## src/common/core_params_pkg.sv

```systemverilog
//------------------------------------------------------------
// machine sizes of the two-wide core
// ROB_DEPTH must be a power of two, the buffer pointers wrap
// by overflow and carry no extra wrap bit
// architected register NO_DEST_ARN marks "no destination"
//------------------------------------------------------------
package core_params_pkg;

	localparam int ARCH_REGS   = 32;                    // architected integer registers
	localparam int NO_DEST_ARN = 31;                    // destination that is never renamed
	localparam int PRF_SIZE    = 64;                    // physical register file entries
	localparam int ROB_DEPTH   = 16;                    // reorder buffer slots
	localparam int PC_W        = 64;                    // program counter width

	// derived widths, keep these tied to the sizes above
	localparam int ARN_W       = $clog2(ARCH_REGS);     // architected register number
	localparam int PRN_W       = $clog2(PRF_SIZE);      // physical register number
	localparam int ROB_TAG_W   = $clog2(ROB_DEPTH);     // buffer slot index
	localparam int ROB_CNT_W   = ROB_TAG_W + 1;         // occupancy, must reach ROB_DEPTH

endpackage
```

## src/common/rob_types_pkg.sv

```systemverilog
//------------------------------------------------------------
// record and enum types of the reorder buffer
// shared by the RTL and the testbench
// the record holds only what commit needs, no operand values
//------------------------------------------------------------
package rob_types_pkg;

	import core_params_pkg::*;

	// one dispatched instruction as it sits in a slot, about 80 bits
	typedef struct packed {
		logic [PC_W-1:0]  pc;                  // pc of the instruction
		logic [ARN_W-1:0] arn;                 // architected destination
		logic [PRN_W-1:0] prn;                 // physical destination from rename
		logic             is_branch;           // conditional branch
		logic             is_uncond_branch;    // jump or call
		logic             halt;                // halt, executes on dispatch
		logic             illegal;             // illegal opcode, also executes on dispatch
	} rob_record_t;

	// class of the instruction that is being retired this cycle
	typedef enum logic [2:0] {
		KIND_NORMAL     = 3'd0,
		KIND_BRANCH     = 3'd1,    // branch that was predicted right
		KIND_MISPREDICT = 3'd2,    // branch that raises a flush
		KIND_HALT       = 3'd3,
		KIND_ILLEGAL    = 3'd4
	} commit_kind_e;

	// commit control state, halted holds until reset
	typedef enum logic {
		ST_RUNNING = 1'b0,
		ST_HALTED  = 1'b1
	} rob_state_e;

endpackage

```

## src/common/rob_entry_if.sv

```systemverilog
//------------------------------------------------------------
// signals between the buffer control and one slot
// one instance per slot, the control side owns all strobes
// load, retire and flush never target the same slot together
// except flush, which wins over everything in the slot
//------------------------------------------------------------
`timescale 1ns/1ns

interface rob_entry_if
	import core_params_pkg::*, rob_types_pkg::*;
	();

	// control to slot
	logic              load;                  // write load_rec into the slot
	rob_record_t       load_rec;              // record steered from dispatch slot 0 or 1
	logic              complete;              // execution finished for this slot
	logic              complete_mispredict;   // branch resolved against the prediction
	logic [PC_W-1:0]   complete_target;       // resolved branch target
	logic              retire;                // slot is the committing head
	logic              flush;                 // whole buffer empties

	// slot to control
	logic              in_use;                // slot holds a live instruction
	logic              executed;              // result ready, slot may commit
	rob_record_t       rec;                   // stored record, always readable
	logic              mispredict;            // stored mispredict flag
	logic [PC_W-1:0]   target;                // stored branch target

	modport control (
		output load, load_rec, complete, complete_mispredict, complete_target,
		output retire, flush,
		input  in_use, executed, rec, mispredict, target
	);

	modport entry (
		input  load, load_rec, complete, complete_mispredict, complete_target,
		input  retire, flush,
		output in_use, executed, rec, mispredict, target
	);

endinterface

```

## src/hdl/rob_top.sv

```systemverilog
//------------------------------------------------------------
// reorder buffer top level with the retirement rename table
// two dispatch slots in program order, slot 0 is older
// one completion and one commit per cycle
// free list, front end and execution units are outside
//------------------------------------------------------------
`timescale 1ns/1ns

module rob_top
	import core_params_pkg::*, rob_types_pkg::*;
(
	input  logic                  clock,
	input  logic                  reset,
	input  logic                  dispatch_valid0,
	input  logic [PC_W-1:0]       dispatch_pc0,
	input  logic [ARN_W-1:0]      dispatch_arn0,
	input  logic [PRN_W-1:0]      dispatch_prn0,
	input  logic                  dispatch_is_branch0,
	input  logic                  dispatch_is_uncond0,
	input  logic                  dispatch_halt0,
	input  logic                  dispatch_illegal0,
	input  logic                  dispatch_valid1,
	input  logic [PC_W-1:0]       dispatch_pc1,
	input  logic [ARN_W-1:0]      dispatch_arn1,
	input  logic [PRN_W-1:0]      dispatch_prn1,
	input  logic                  dispatch_is_branch1,
	input  logic                  dispatch_is_uncond1,
	input  logic                  dispatch_halt1,
	input  logic                  dispatch_illegal1,
	input  logic                  complete_valid,
	input  logic [ROB_TAG_W-1:0]  complete_tag,
	input  logic                  complete_mispredict,
	input  logic [PC_W-1:0]       complete_target,
	output logic                  dispatch_ready,
	output logic [ROB_TAG_W-1:0]  dispatch_tag0,
	output logic [ROB_TAG_W-1:0]  dispatch_tag1,
	output logic                  commit_valid,
	output commit_kind_e          commit_kind,
	output logic [PC_W-1:0]       commit_pc,
	output logic [ARN_W-1:0]      commit_arn,
	output logic [PRN_W-1:0]      commit_prn,
	output logic                  freed_valid,
	output logic [PRN_W-1:0]      freed_prn,
	output logic                  flush,
	output logic [PC_W-1:0]       flush_pc,
	output logic                  halted
);

	rob_record_t rec0;          // slot 0 fields packed into one record
	rob_record_t rec1;
	rob_record_t commit_rec;    // head record, valid with commit_valid

	assign rec0 = '{dispatch_pc0, dispatch_arn0, dispatch_prn0, dispatch_is_branch0,
		dispatch_is_uncond0, dispatch_halt0, dispatch_illegal0};
	assign rec1 = '{dispatch_pc1, dispatch_arn1, dispatch_prn1, dispatch_is_branch1,
		dispatch_is_uncond1, dispatch_halt1, dispatch_illegal1};

	assign commit_pc  = commit_rec.pc;
	assign commit_arn = commit_rec.arn;
	assign commit_prn = commit_rec.prn;

	rob_entry_if entry_bus [ROB_DEPTH] ();    // one bundle per slot

	rob_control u_control (
		.clock, .reset,
		.dispatch_valid0, .dispatch_rec0(rec0),
		.dispatch_valid1, .dispatch_rec1(rec1),
		.complete_valid, .complete_tag, .complete_mispredict, .complete_target,
		.entries(entry_bus),
		.dispatch_ready, .dispatch_tag0, .dispatch_tag1,
		.commit_valid, .commit_kind, .commit_rec,
		.flush, .flush_pc, .halted
	);

	for (genvar i = 0; i < ROB_DEPTH; i++)
	begin : g_entry
		rob_entry u_entry (
			.clock, .reset,
			.entry(entry_bus[i])
		);
	end

	retire_rat u_rat (
		.clock, .reset,
		.commit_valid, .commit_arn, .commit_prn,
		.freed_valid, .freed_prn
	);

endmodule

```

## src/hdl/retire_rat.sv

```systemverilog
//------------------------------------------------------------
// retirement rename table, architected to physical mapping
// reset maps register i onto physical register i
// freed_prn is read in the commit cycle, the write lands at
// the next edge; NO_DEST_ARN is never written
//------------------------------------------------------------
`timescale 1ns/1ns

module retire_rat
	import core_params_pkg::*;
(
	input  logic              clock,
	input  logic              reset,
	input  logic              commit_valid,
	input  logic [ARN_W-1:0]  commit_arn,
	input  logic [PRN_W-1:0]  commit_prn,
	output logic              freed_valid,
	output logic [PRN_W-1:0]  freed_prn
);

	logic [PRN_W-1:0] map_q [ARCH_REGS];    // committed mapping per architected register

	// the old mapping goes back to the free list once the new write retires
	assign freed_valid = commit_valid && (commit_arn != ARN_W'(NO_DEST_ARN));
	assign freed_prn   = map_q[commit_arn];

	always_ff @(posedge clock)
	begin
		if (reset)
		begin
			for (int i = 0; i < ARCH_REGS; i++)
				map_q[i] <= PRN_W'(i);    // identity mapping out of reset
		end
		else if (freed_valid)
			map_q[commit_arn] <= commit_prn;
	end

endmodule

```

## src/rob/rob_control.sv

```systemverilog
//------------------------------------------------------------
// head, tail and occupancy of the reorder buffer
// dispatch strobes while dispatch_ready is low are illegal
// completion tags must name a live slot that has not executed
// commit is one per cycle from the head, no back-pressure
// a halt or illegal commit stops the machine until reset
//------------------------------------------------------------
`timescale 1ns/1ns

module rob_control
	import core_params_pkg::*, rob_types_pkg::*;
(
	input  logic                  clock,
	input  logic                  reset,
	input  logic                  dispatch_valid0,         // older dispatch slot
	input  rob_record_t           dispatch_rec0,
	input  logic                  dispatch_valid1,         // younger dispatch slot
	input  rob_record_t           dispatch_rec1,
	input  logic                  complete_valid,
	input  logic [ROB_TAG_W-1:0]  complete_tag,
	input  logic                  complete_mispredict,
	input  logic [PC_W-1:0]       complete_target,
	rob_entry_if.control          entries [ROB_DEPTH],
	output logic                  dispatch_ready,
	output logic [ROB_TAG_W-1:0]  dispatch_tag0,
	output logic [ROB_TAG_W-1:0]  dispatch_tag1,
	output logic                  commit_valid,
	output commit_kind_e          commit_kind,
	output rob_record_t           commit_rec,
	output logic                  flush,
	output logic [PC_W-1:0]       flush_pc,
	output logic                  halted
);

	logic [ROB_TAG_W-1:0]  head;                    // oldest live slot
	logic [ROB_TAG_W-1:0]  tail;                    // next free slot
	logic [ROB_CNT_W-1:0]  count;                   // live slots
	rob_state_e            state;
	logic                  take0;                   // slot 0 accepted this cycle
	logic                  take1;                   // slot 1 accepted this cycle
	logic [1:0]            n_disp;                  // instructions entering this cycle
	logic                  in_use_vec   [ROB_DEPTH];
	logic                  executed_vec [ROB_DEPTH];
	logic                  mispred_vec  [ROB_DEPTH];
	rob_record_t           rec_arr      [ROB_DEPTH];
	logic [PC_W-1:0]       target_arr   [ROB_DEPTH];
	rob_record_t           head_rec;

	// two free slots are needed since a pair may arrive at any time
	assign dispatch_ready = (count <= ROB_CNT_W'(ROB_DEPTH - 2)) && !flush && (state == ST_RUNNING);
	assign take0          = dispatch_valid0 && dispatch_ready;
	assign take1          = dispatch_valid1 && dispatch_ready;
	assign n_disp         = 2'(take0) + 2'(take1);
	assign dispatch_tag0  = tail;
	assign dispatch_tag1  = dispatch_valid0 ? tail + 1'b1 : tail;    // slot 1 packs behind slot 0

	// per-slot steering and gathering of the slot state
	for (genvar i = 0; i < ROB_DEPTH; i++)
	begin : g_slot
		logic hit0;    // slot 0 lands here
		logic hit1;    // slot 1 lands here
		assign hit0 = take0 && (dispatch_tag0 == ROB_TAG_W'(i));
		assign hit1 = take1 && (dispatch_tag1 == ROB_TAG_W'(i));
		assign entries[i].load                = hit0 || hit1;
		assign entries[i].load_rec            = hit0 ? dispatch_rec0 : dispatch_rec1;
		assign entries[i].complete            = complete_valid && !flush && (complete_tag == ROB_TAG_W'(i));
		assign entries[i].complete_mispredict = complete_mispredict;
		assign entries[i].complete_target     = complete_target;
		assign entries[i].retire              = commit_valid && (head == ROB_TAG_W'(i));
		assign entries[i].flush               = flush;
		assign in_use_vec[i]   = entries[i].in_use;
		assign executed_vec[i] = entries[i].executed;
		assign mispred_vec[i]  = entries[i].mispredict;
		assign rec_arr[i]      = entries[i].rec;
		assign target_arr[i]   = entries[i].target;
	end

	// commit decision on the head slot
	assign head_rec     = rec_arr[head];
	assign commit_rec   = head_rec;
	assign commit_valid = in_use_vec[head] && executed_vec[head] && (state == ST_RUNNING);

	always_comb
	begin
		if (head_rec.halt)
			commit_kind = KIND_HALT;
		else if (head_rec.illegal)
			commit_kind = KIND_ILLEGAL;
		else if ((head_rec.is_branch || head_rec.is_uncond_branch) && mispred_vec[head])
			commit_kind = KIND_MISPREDICT;    // wrong path behind it must go
		else if (head_rec.is_branch || head_rec.is_uncond_branch)
			commit_kind = KIND_BRANCH;
		else
			commit_kind = KIND_NORMAL;
	end

	assign flush    = commit_valid && (commit_kind == KIND_MISPREDICT);
	assign flush_pc = target_arr[head];    // front end restarts here
	assign halted   = (state == ST_HALTED);

	always_ff @(posedge clock)
	begin
		if (reset)
		begin
			head  <= '0;
			tail  <= '0;
			count <= '0;
			state <= ST_RUNNING;
		end
		else if (flush)    // buffer is empty after this edge, dispatch here was blocked
		begin
			head  <= '0;
			tail  <= '0;
			count <= '0;
		end
		else
		begin
			head  <= head + ROB_TAG_W'(commit_valid);
			tail  <= tail + ROB_TAG_W'(n_disp);
			count <= count + ROB_CNT_W'(n_disp) - ROB_CNT_W'(commit_valid);
			if (commit_valid && (commit_kind == KIND_HALT || commit_kind == KIND_ILLEGAL))
				state <= ST_HALTED;    // sticky until reset
		end
	end

endmodule

```

## src/rob/rob_entry.sv

```systemverilog
//------------------------------------------------------------
// one reorder buffer slot
// a single load port, rob_control picks which dispatch slot
// lands here; halt and illegal are executed on load
// a completion on a free slot is ignored
// stored record and target are not reset, read them only
// while in_use is high
//------------------------------------------------------------
`timescale 1ns/1ns

module rob_entry
	import core_params_pkg::*, rob_types_pkg::*;
(
	input  logic        clock,
	input  logic        reset,
	rob_entry_if.entry  entry
);

	logic              in_use_q;        // slot holds an instruction
	logic              executed_q;      // instruction has finished execution
	logic              mispredict_q;    // branch outcome disagreed with the prediction
	rob_record_t       rec_q;           // record captured at dispatch
	logic [PC_W-1:0]   target_q;        // branch target reported by execution

	// control state of the slot
	always_ff @(posedge clock)
	begin
		if (reset)
		begin
			in_use_q     <= 1'b0;
			executed_q   <= 1'b0;
			mispredict_q <= 1'b0;
		end
		else if (entry.flush)    // flush drops every slot at once
		begin
			in_use_q     <= 1'b0;
			executed_q   <= 1'b0;
			mispredict_q <= 1'b0;
		end
		else if (entry.load)
		begin
			in_use_q     <= 1'b1;
			executed_q   <= entry.load_rec.halt | entry.load_rec.illegal;    // nothing to execute for these
			mispredict_q <= 1'b0;
		end
		else if (entry.retire)    // head leaves the buffer
		begin
			in_use_q     <= 1'b0;
			executed_q   <= 1'b0;
			mispredict_q <= 1'b0;
		end
		else if (entry.complete && in_use_q)
		begin
			executed_q   <= 1'b1;
			mispredict_q <= entry.complete_mispredict;
		end
	end

	// payload, written only on load and on completion
	always_ff @(posedge clock)
	begin
		if (entry.load && !entry.flush)
			rec_q <= entry.load_rec;
		if (entry.complete && in_use_q && !entry.flush && !entry.load)
			target_q <= entry.complete_target;    // only meaningful for branches
	end

	// the slot always shows its contents, the control side picks the head
	assign entry.in_use     = in_use_q;
	assign entry.executed   = executed_q;
	assign entry.rec        = rec_q;
	assign entry.mispredict = mispredict_q;
	assign entry.target     = target_q;

endmodule

```

## config.mk

```make
export PLATFORM = sky130hd
export DESIGN_NAME = rob_top
export DESIGN_NICKNAME = d
export VERILOG_FILES = /design/src/common/core_params_pkg.sv /design/src/common/rob_types_pkg.sv /design/src/common/rob_entry_if.sv /design/src/hdl/rob_top.sv /design/src/hdl/retire_rat.sv /design/src/rob/rob_control.sv /design/src/rob/rob_entry.sv
export SDC_FILE = /design/constraint.sdc
export NUM_CORES = 2
export LEC_CHECK = 0
export BUFFER_PORTS_ARGS = -buffer_cell sky130_fd_sc_hd__buf_2
export CAP_MARGIN = 20
export CORE_MARGIN = 4
export CORE_UTILIZATION = 60
export DETAILED_ROUTE_END_ITERATION = 6
export GPL_TIMING_DRIVEN = 0
export HOLD_SLACK_MARGIN = 0.12
export PLACE_DENSITY = 0.89
export SYNTH_ARGS = -nofsm -noshare
export SYNTH_HDL_FRONTEND = slang
export SYNTH_SLANG_ARGS = --single-unit
```

## constraint.sdc

```tcl
create_clock -name clock -period 16.1 [get_ports clock]
set_input_delay 3.22 -clock clock [delete_from_list [all_inputs] [get_ports clock]]
set_output_delay 3.22 -clock clock [all_outputs]
set_load 0.02 [all_outputs]
```

* Word level (Yosys, flattened, before mapping)
Memories as Yosys holds them, arrays and structs flattened.
Cells that the tools add are included.
Widths: inputs -> output; s select.
** Word-level totals
- Bits in registers :: 2350
- Memories kept :: 1
- RAM bits :: 192
- Input bits :: 232
- Output and inout bits :: 161
- Word-level logic and storage cells :: 625
** Memories
- u_rat.map_q :: words 32, bits a word 6, rd ports 1, clocked after Yosys merged registers in 0, write ports 32, line retire_rat.sv:21 : logic [PRN_W-1:0] map_q [ARCH_REGS];
** Operators by class
- Eq/ne operators :: 64
- Mux-type cells :: 124
- Bitwise logic cells :: 19
- Magnitude comparators :: 2
- Reduce and logical (&&, ||, !) cells :: 229
- Add/subtract/negate cells :: 6
** Operators by type and width (count)
- $mux 79 :: 18
- $bmux 79 s4 :: 1
- $bmux 64 s4 :: 1
- $logic_and 1x1->1 :: 139
- $eq 4x4->1 const B :: 32
- $mux 64 :: 2
- $mux 1 :: 93
- $eq 4x3->1 const B :: 16
- $reduce_or 4->1 :: 16
- $reduce_bool 3->1 :: 16
- $eq 4x2->1 const B :: 8
- $reduce_bool 2->1 :: 16
- $logic_or 1x1->1 :: 18
- $logic_not 1->1 :: 17
- $eq 4x1->1 const B :: 4
- $logic_not 4->1 :: 4
- $or 1x1->1 :: 16
- $bmux 1 s4 :: 3
- $mux 3 :: 3
- $eq 3x2->1 const B :: 2
- $mux 6 :: 1
- $reduce_or 6->1 :: 1
- $add 5x2->5 :: 1
- $ge 5x5->1 const B :: 1
- 14 further kinds :: 15

* Depth between registers and ports, before layout
- Depth in word-level cells :: 19
- Depth in mapped cells :: 22
- Depth with buffers taken out :: 16

* By module
A second synthesis with hierarchy kept.
** Unflattened totals
- Cell total of the unflattened synthesis :: 7018
- Area, all modules :: 122731.5 um2
** Modules (own cells, without submodules)
- rob_entry :: seq. area each 4354.2 um2, times used 16, area an instance 4451.8 um2, cells each 160
- rob_control :: seq. area each 280.3 um2, times used 1, area an instance 42336.9 um2, cells each 3761
- retire_rat :: seq. area each 5765.5 um2, times used 1, area an instance 9166.3 um2, cells each 697

* Worst setup path before layout
No wires, ideal clock.
- Kind :: input to register
- From :: input dispatch_valid0
- To :: register g_entry[12].u_entry.target_q[0] (enable)
- Library setup time :: 1.020 ns
- Path buffers :: 1
- Path slack :: 3.313 ns
- Arrival time :: 11.767 ns
- Stages on the path :: 8
- Data required time :: 15.080 ns
- Cell sequence :: clkbuf_1 o21a_1 inv_1 nor2_1 nand3_1 or2_2 o21bai_1 nor2b_1
** On the way
- Word-level cells in the longest chain between the ends :: 6
- Elaborated cells on any way between the ends :: 8
- Classes of those cells :: 1 x eq/ne; 1 x mux; 6 x reduce/logical
** RTL lines
- start, declared :: line rob_top.sv:14 : input logic dispatch_valid0,
- $mux 4 :: line rob_control.sv:55 : assign dispatch_tag1 = dispatch_valid0 ? tail + 1'b1 : tail;
- named net dispatch_tag1[1] :: line rob_top.sv:36 : output logic [ROB_TAG_W-1:0] dispatch_tag1,
- $eq 4x4->1 :: line rob_control.sv:63 : assign hit1 = take1 && (dispatch_tag1 == ROB_TAG_W'(i));
- $logic_and 1x1->1 :: line rob_control.sv:63
- $logic_or 1x1->1 :: line rob_control.sv:64 : assign entries[i].load = hit0 || hit1;
- $logic_not 1->1 :: line rob_entry.sv:64 : if (entry.complete && in_use_q && !entry.flush && !entry.load)
- $logic_and 1x1->1 :: line rob_entry.sv:64
- end signal, assigned :: line rob_entry.sv:65 : target_q <= entry.complete_target;
- end, declared :: line rob_entry.sv:23 : logic [PC_W-1:0] target_q;
The timed path passes the listed nets, and every way through them passes these cells.
A chain may end at the register's enable or synchronous reset.

* Final worst setup path
- From :: register u_control.head[1]
- To :: output commit_pc[62]
** On the way
- Word-level cells in the longest chain between the ends :: 4
** RTL lines
- start, declared :: line rob_control.sv:35 : logic [ROB_TAG_W-1:0] head;
- start signal, assigned :: line rob_control.sv:118 : head <= head + ROB_TAG_W'(commit_valid);
- $not 4->5 (not written as such) :: line rob_control.sv:79 : assign head_rec = rec_arr[head];
- $bmux 79 s4 :: line rob_control.sv:79
- $mux 79 (not written as such) (2 in a row) :: line rob_control.sv:79
- end, declared :: line rob_top.sv:39 : output logic [PC_W-1:0] commit_pc,
Every way passes these cells. The select of a mux whose other input is x is not followed.

==> flow_summary.json <==
{
  "status": "finished clean",
  "ios": 393,
  "antenna_found_initial": 75,
  "cts.sinks": 2542,
  "fmax_mhz": 99.6,
  "max-cap-violations": 0,
  "p_leak_uw": 0.0409,
  "p_sw_uw": 4940,
  "gr-total-overflow": 0,
  "drt_iter0_markers": 10600,
  "final_common_cell": "edfxtp_1",
  "grt_pass1_wl_um": 493000,
  "hp-class": "flop to flop",
  "report.final.hold_viol_count": 0,
  "clock_latency_ps": 930,
  "hold_path_depth": 2,
  "pre_cts_ws_ps": 7150,
  "nNetsFinal": 6919,
  "dpl.hpwl_um": 220000,
  "synth_seq_cells": 2542,
  "cts_resized": 0,
  "post-route-period-util_pct": 62.4,
  "die_x_um": 444,
  "dieArea_mm2": 0.197,
  "ys_async_sr_fraction_pct": 0,
  "synth.distinct_cells": 53,
  "clk_pin_slew_ps": 60,
  "period_needed_ps": 10040,
  "synth_edf_count": 2480,
  "grt_max_degree": 28,
  "power_frac_seq_pct": 45.2,
  "synth_seq_area_share_pct": 66.3,
  "rows": 159,
  "ir_drop_v": 0.000115,
  "slew_headroom_pct": 15.0,
  "crit_type": "flop to output pin",
  "clkPwrFrac_pct": 33.1,
  "p_int_uw": 12200,
  "h-tree-depth": 4,
  "layout_common_cells": "2480 x edfxtp_1, 1178 x mux2_2, 766 x mux4_2, 579 x buf_2, 339 x clkbuf_1",
  "synth_warnings": 0,
  "grt_pass1_vias": 68000,
  "rsz0062_at_grt": "no",
  "syn2layout_area_growth_pct": 14.3,
  "synth_ff_type": "edfxtp_1",
  "setup_viol": 0,
  "worst_clock_skew_ps": 90.3,
  "first_pass_iters": 6,
  "cts_buffers": 240,
  "io_buffers": 389,
  "cts_root_buf": "clkbuf_16",
  "worst_pin_slew_ps": 1270,
  "core-area_mm2": 0.188,
  "cts_tree": "yes",
  "start_kind": "flop",
  "routed_wl_um": 350000,
  "postLayoutCoreUtil_pct": 69.3,
  "vias": 66700,
  "fin_area_mm2": 0.130,
  "start_util_pct": 60.6,
  "cts_hold_buf": 0,
  "cp.required_ps": 12880,
  "grt_usage_pct": 35.2,
  "comb_power_share_pct": 21.7,
  "drc": 0,
  "syn_avg_cell_area_um2": 19.4,
  "die_h_um": 444,
  "cts_setup_buffers": 0,
  "finalWorstSetupSlack_ps": 6060,
  "syn-cell-area_mm2": 0.114,
  "drive_above_1_share_pct": 45.5,
  "p_sw_share_pct": 28.7,
  "placedCellCount": 8900,
  "r2r_cells": 13,
  "ant_nets": 0,
  "fin_setup_tns_ps": 0,
  "worstPathMaxFanout": 10,
  "clk_path_buf_depth": 3,
  "postSynthCellCount": 5891,
  "power_density_mw_per_mm2": 132,
  "slew_violations": 0,
  "worst-endpoint-arrival_ps": 6820,
  "layout.cells.non_filler": 9427,
  "post_dp_cell_area_mm2": 0.122,
  "wl_per_cell_um": 37.2,
  "crit_path_end_kind": "output pin",
  "gp_congestion": 0.927,
  "via_per_inst": 7.08
}
[flip-flops by register name, indices dropped and copies added (netlist names), 4 cells and up]
| register | count |
|---|---|
| u_control.head | 4 |
| g_entry.u_entry.entry.in_use | 16 |
| g_entry.u_entry.entry.executed | 16 |
| g_entry.u_entry.entry.target | 1024 |
| u_control.dispatch_tag0 | 4 |
| u_rat.map_q | 192 |
| g_entry.u_entry.entry.rec | 1264 |
| u_control.count | 5 |
| g_entry.u_entry.entry.mispredict | 16 |
[final timing paths]
check	slack [ps]	from	endpoint
hold reg to reg	530	g_entry[14].u_entry.entry.in_use	g_entry[14].u_entry.entry.in_use
hold / removal	530	g_entry[14].u_entry.entry.in_use	g_entry[14].u_entry.entry.in_use
setup / recovery	6060	u_control.head[1]	commit_pc[62]
setup reg to reg	10350	u_control.head[1]	g_entry[6].u_entry.entry.target[47]
[stage by stage]
stage	power, uW	hold WS, ps
finish	17200	531
global route	17600	552
CTS	17100	524
detailed placement	11500	509
global placement	11400	493
floorplan	10200	474
[per-layer routing]
| layer | global-route usage, % | part of all wire [%] |
|---|---|---|
| met1 | 43.5 | 32 |
| met5 | 0 | 0.028 |
| met4 | 22.5 | 7.6 |
| met3 | 8.48 | 12 |
| met2 | 56.2 | 48 |
[synth_stat cells (all sizes together), types with 22 or more instances]
cell type | count | share of area [%]
a21oi | 44 | 0.19
clkbuf | 299 | 0.98
mux4 | 767 | 15
nand4 | 27 | 0.15
mux2 | 1265 | 12
nor2b | 37 | 0.20
a21o | 31 | 0.20
nor2 | 166 | 0.55
or2 | 22 | 0.12
nand2 | 151 | 0.50
buf | 233 | 1.0
nand3 | 42 | 0.18
and2 | 28 | 0.15
edfxtp | 2480 | 65
dfxtp | 62 | 1.1
mux2i | 41 | 0.36
[power groups by stage]
| stage | clock [uW] | combinational [uW] | sequential [uW] |
|---|---|---|---|
| after detailed placement | 0 | 3590 | 7910 |
| after floorplan | 0 | 2240 | 7920 |
| after global placement | 0 | 3360 | 8010 |
| after global routing | 6000 | 3840 | 7790 |
| final | 5690 | 3720 | 7770 |
| after CTS | 5670 | 3640 | 7770 |
[logic make-up after synthesis]
kind of cell             after synthesis  share of synthesized area [%]
AND/OR/NAND/NOR                      533                           2.25
buffers and inverters                552                           2.10
XOR/XNOR                              10                         0.0767
other                                  2                        0.00658
AO/OA/AOI/OAI                        160                           1.05
flip-flops                          2542                           66.3
adder cells (fa/ha/maj)               19                          0.221
multiplexers                        2073                           28.0
[area by class of cell]
class	count	area, um^2
Antenna cell	56	140
Buffer	532	2330
Clock buffer	291	6270
Clock inverter	159	1540
Fill cell	11000	57900
Inverter	20	75.1
Multi-Input combinational cell	2801	36400
Sequential cell	2542	75700
Tap cell	2495	3120
Timing Repair Buffer	531	4870
[critical path, cell delays in order, from the launching register on]
cell      delay [ps]
dfxtp_1          490
buf_2            360
buf_2            440
buf_1            680
clkbuf_1         960
buf_2            850
buf_1            810
mux4_2           490
mux4_2           580
buf_2            200
(Power assumes the default switching activity.)
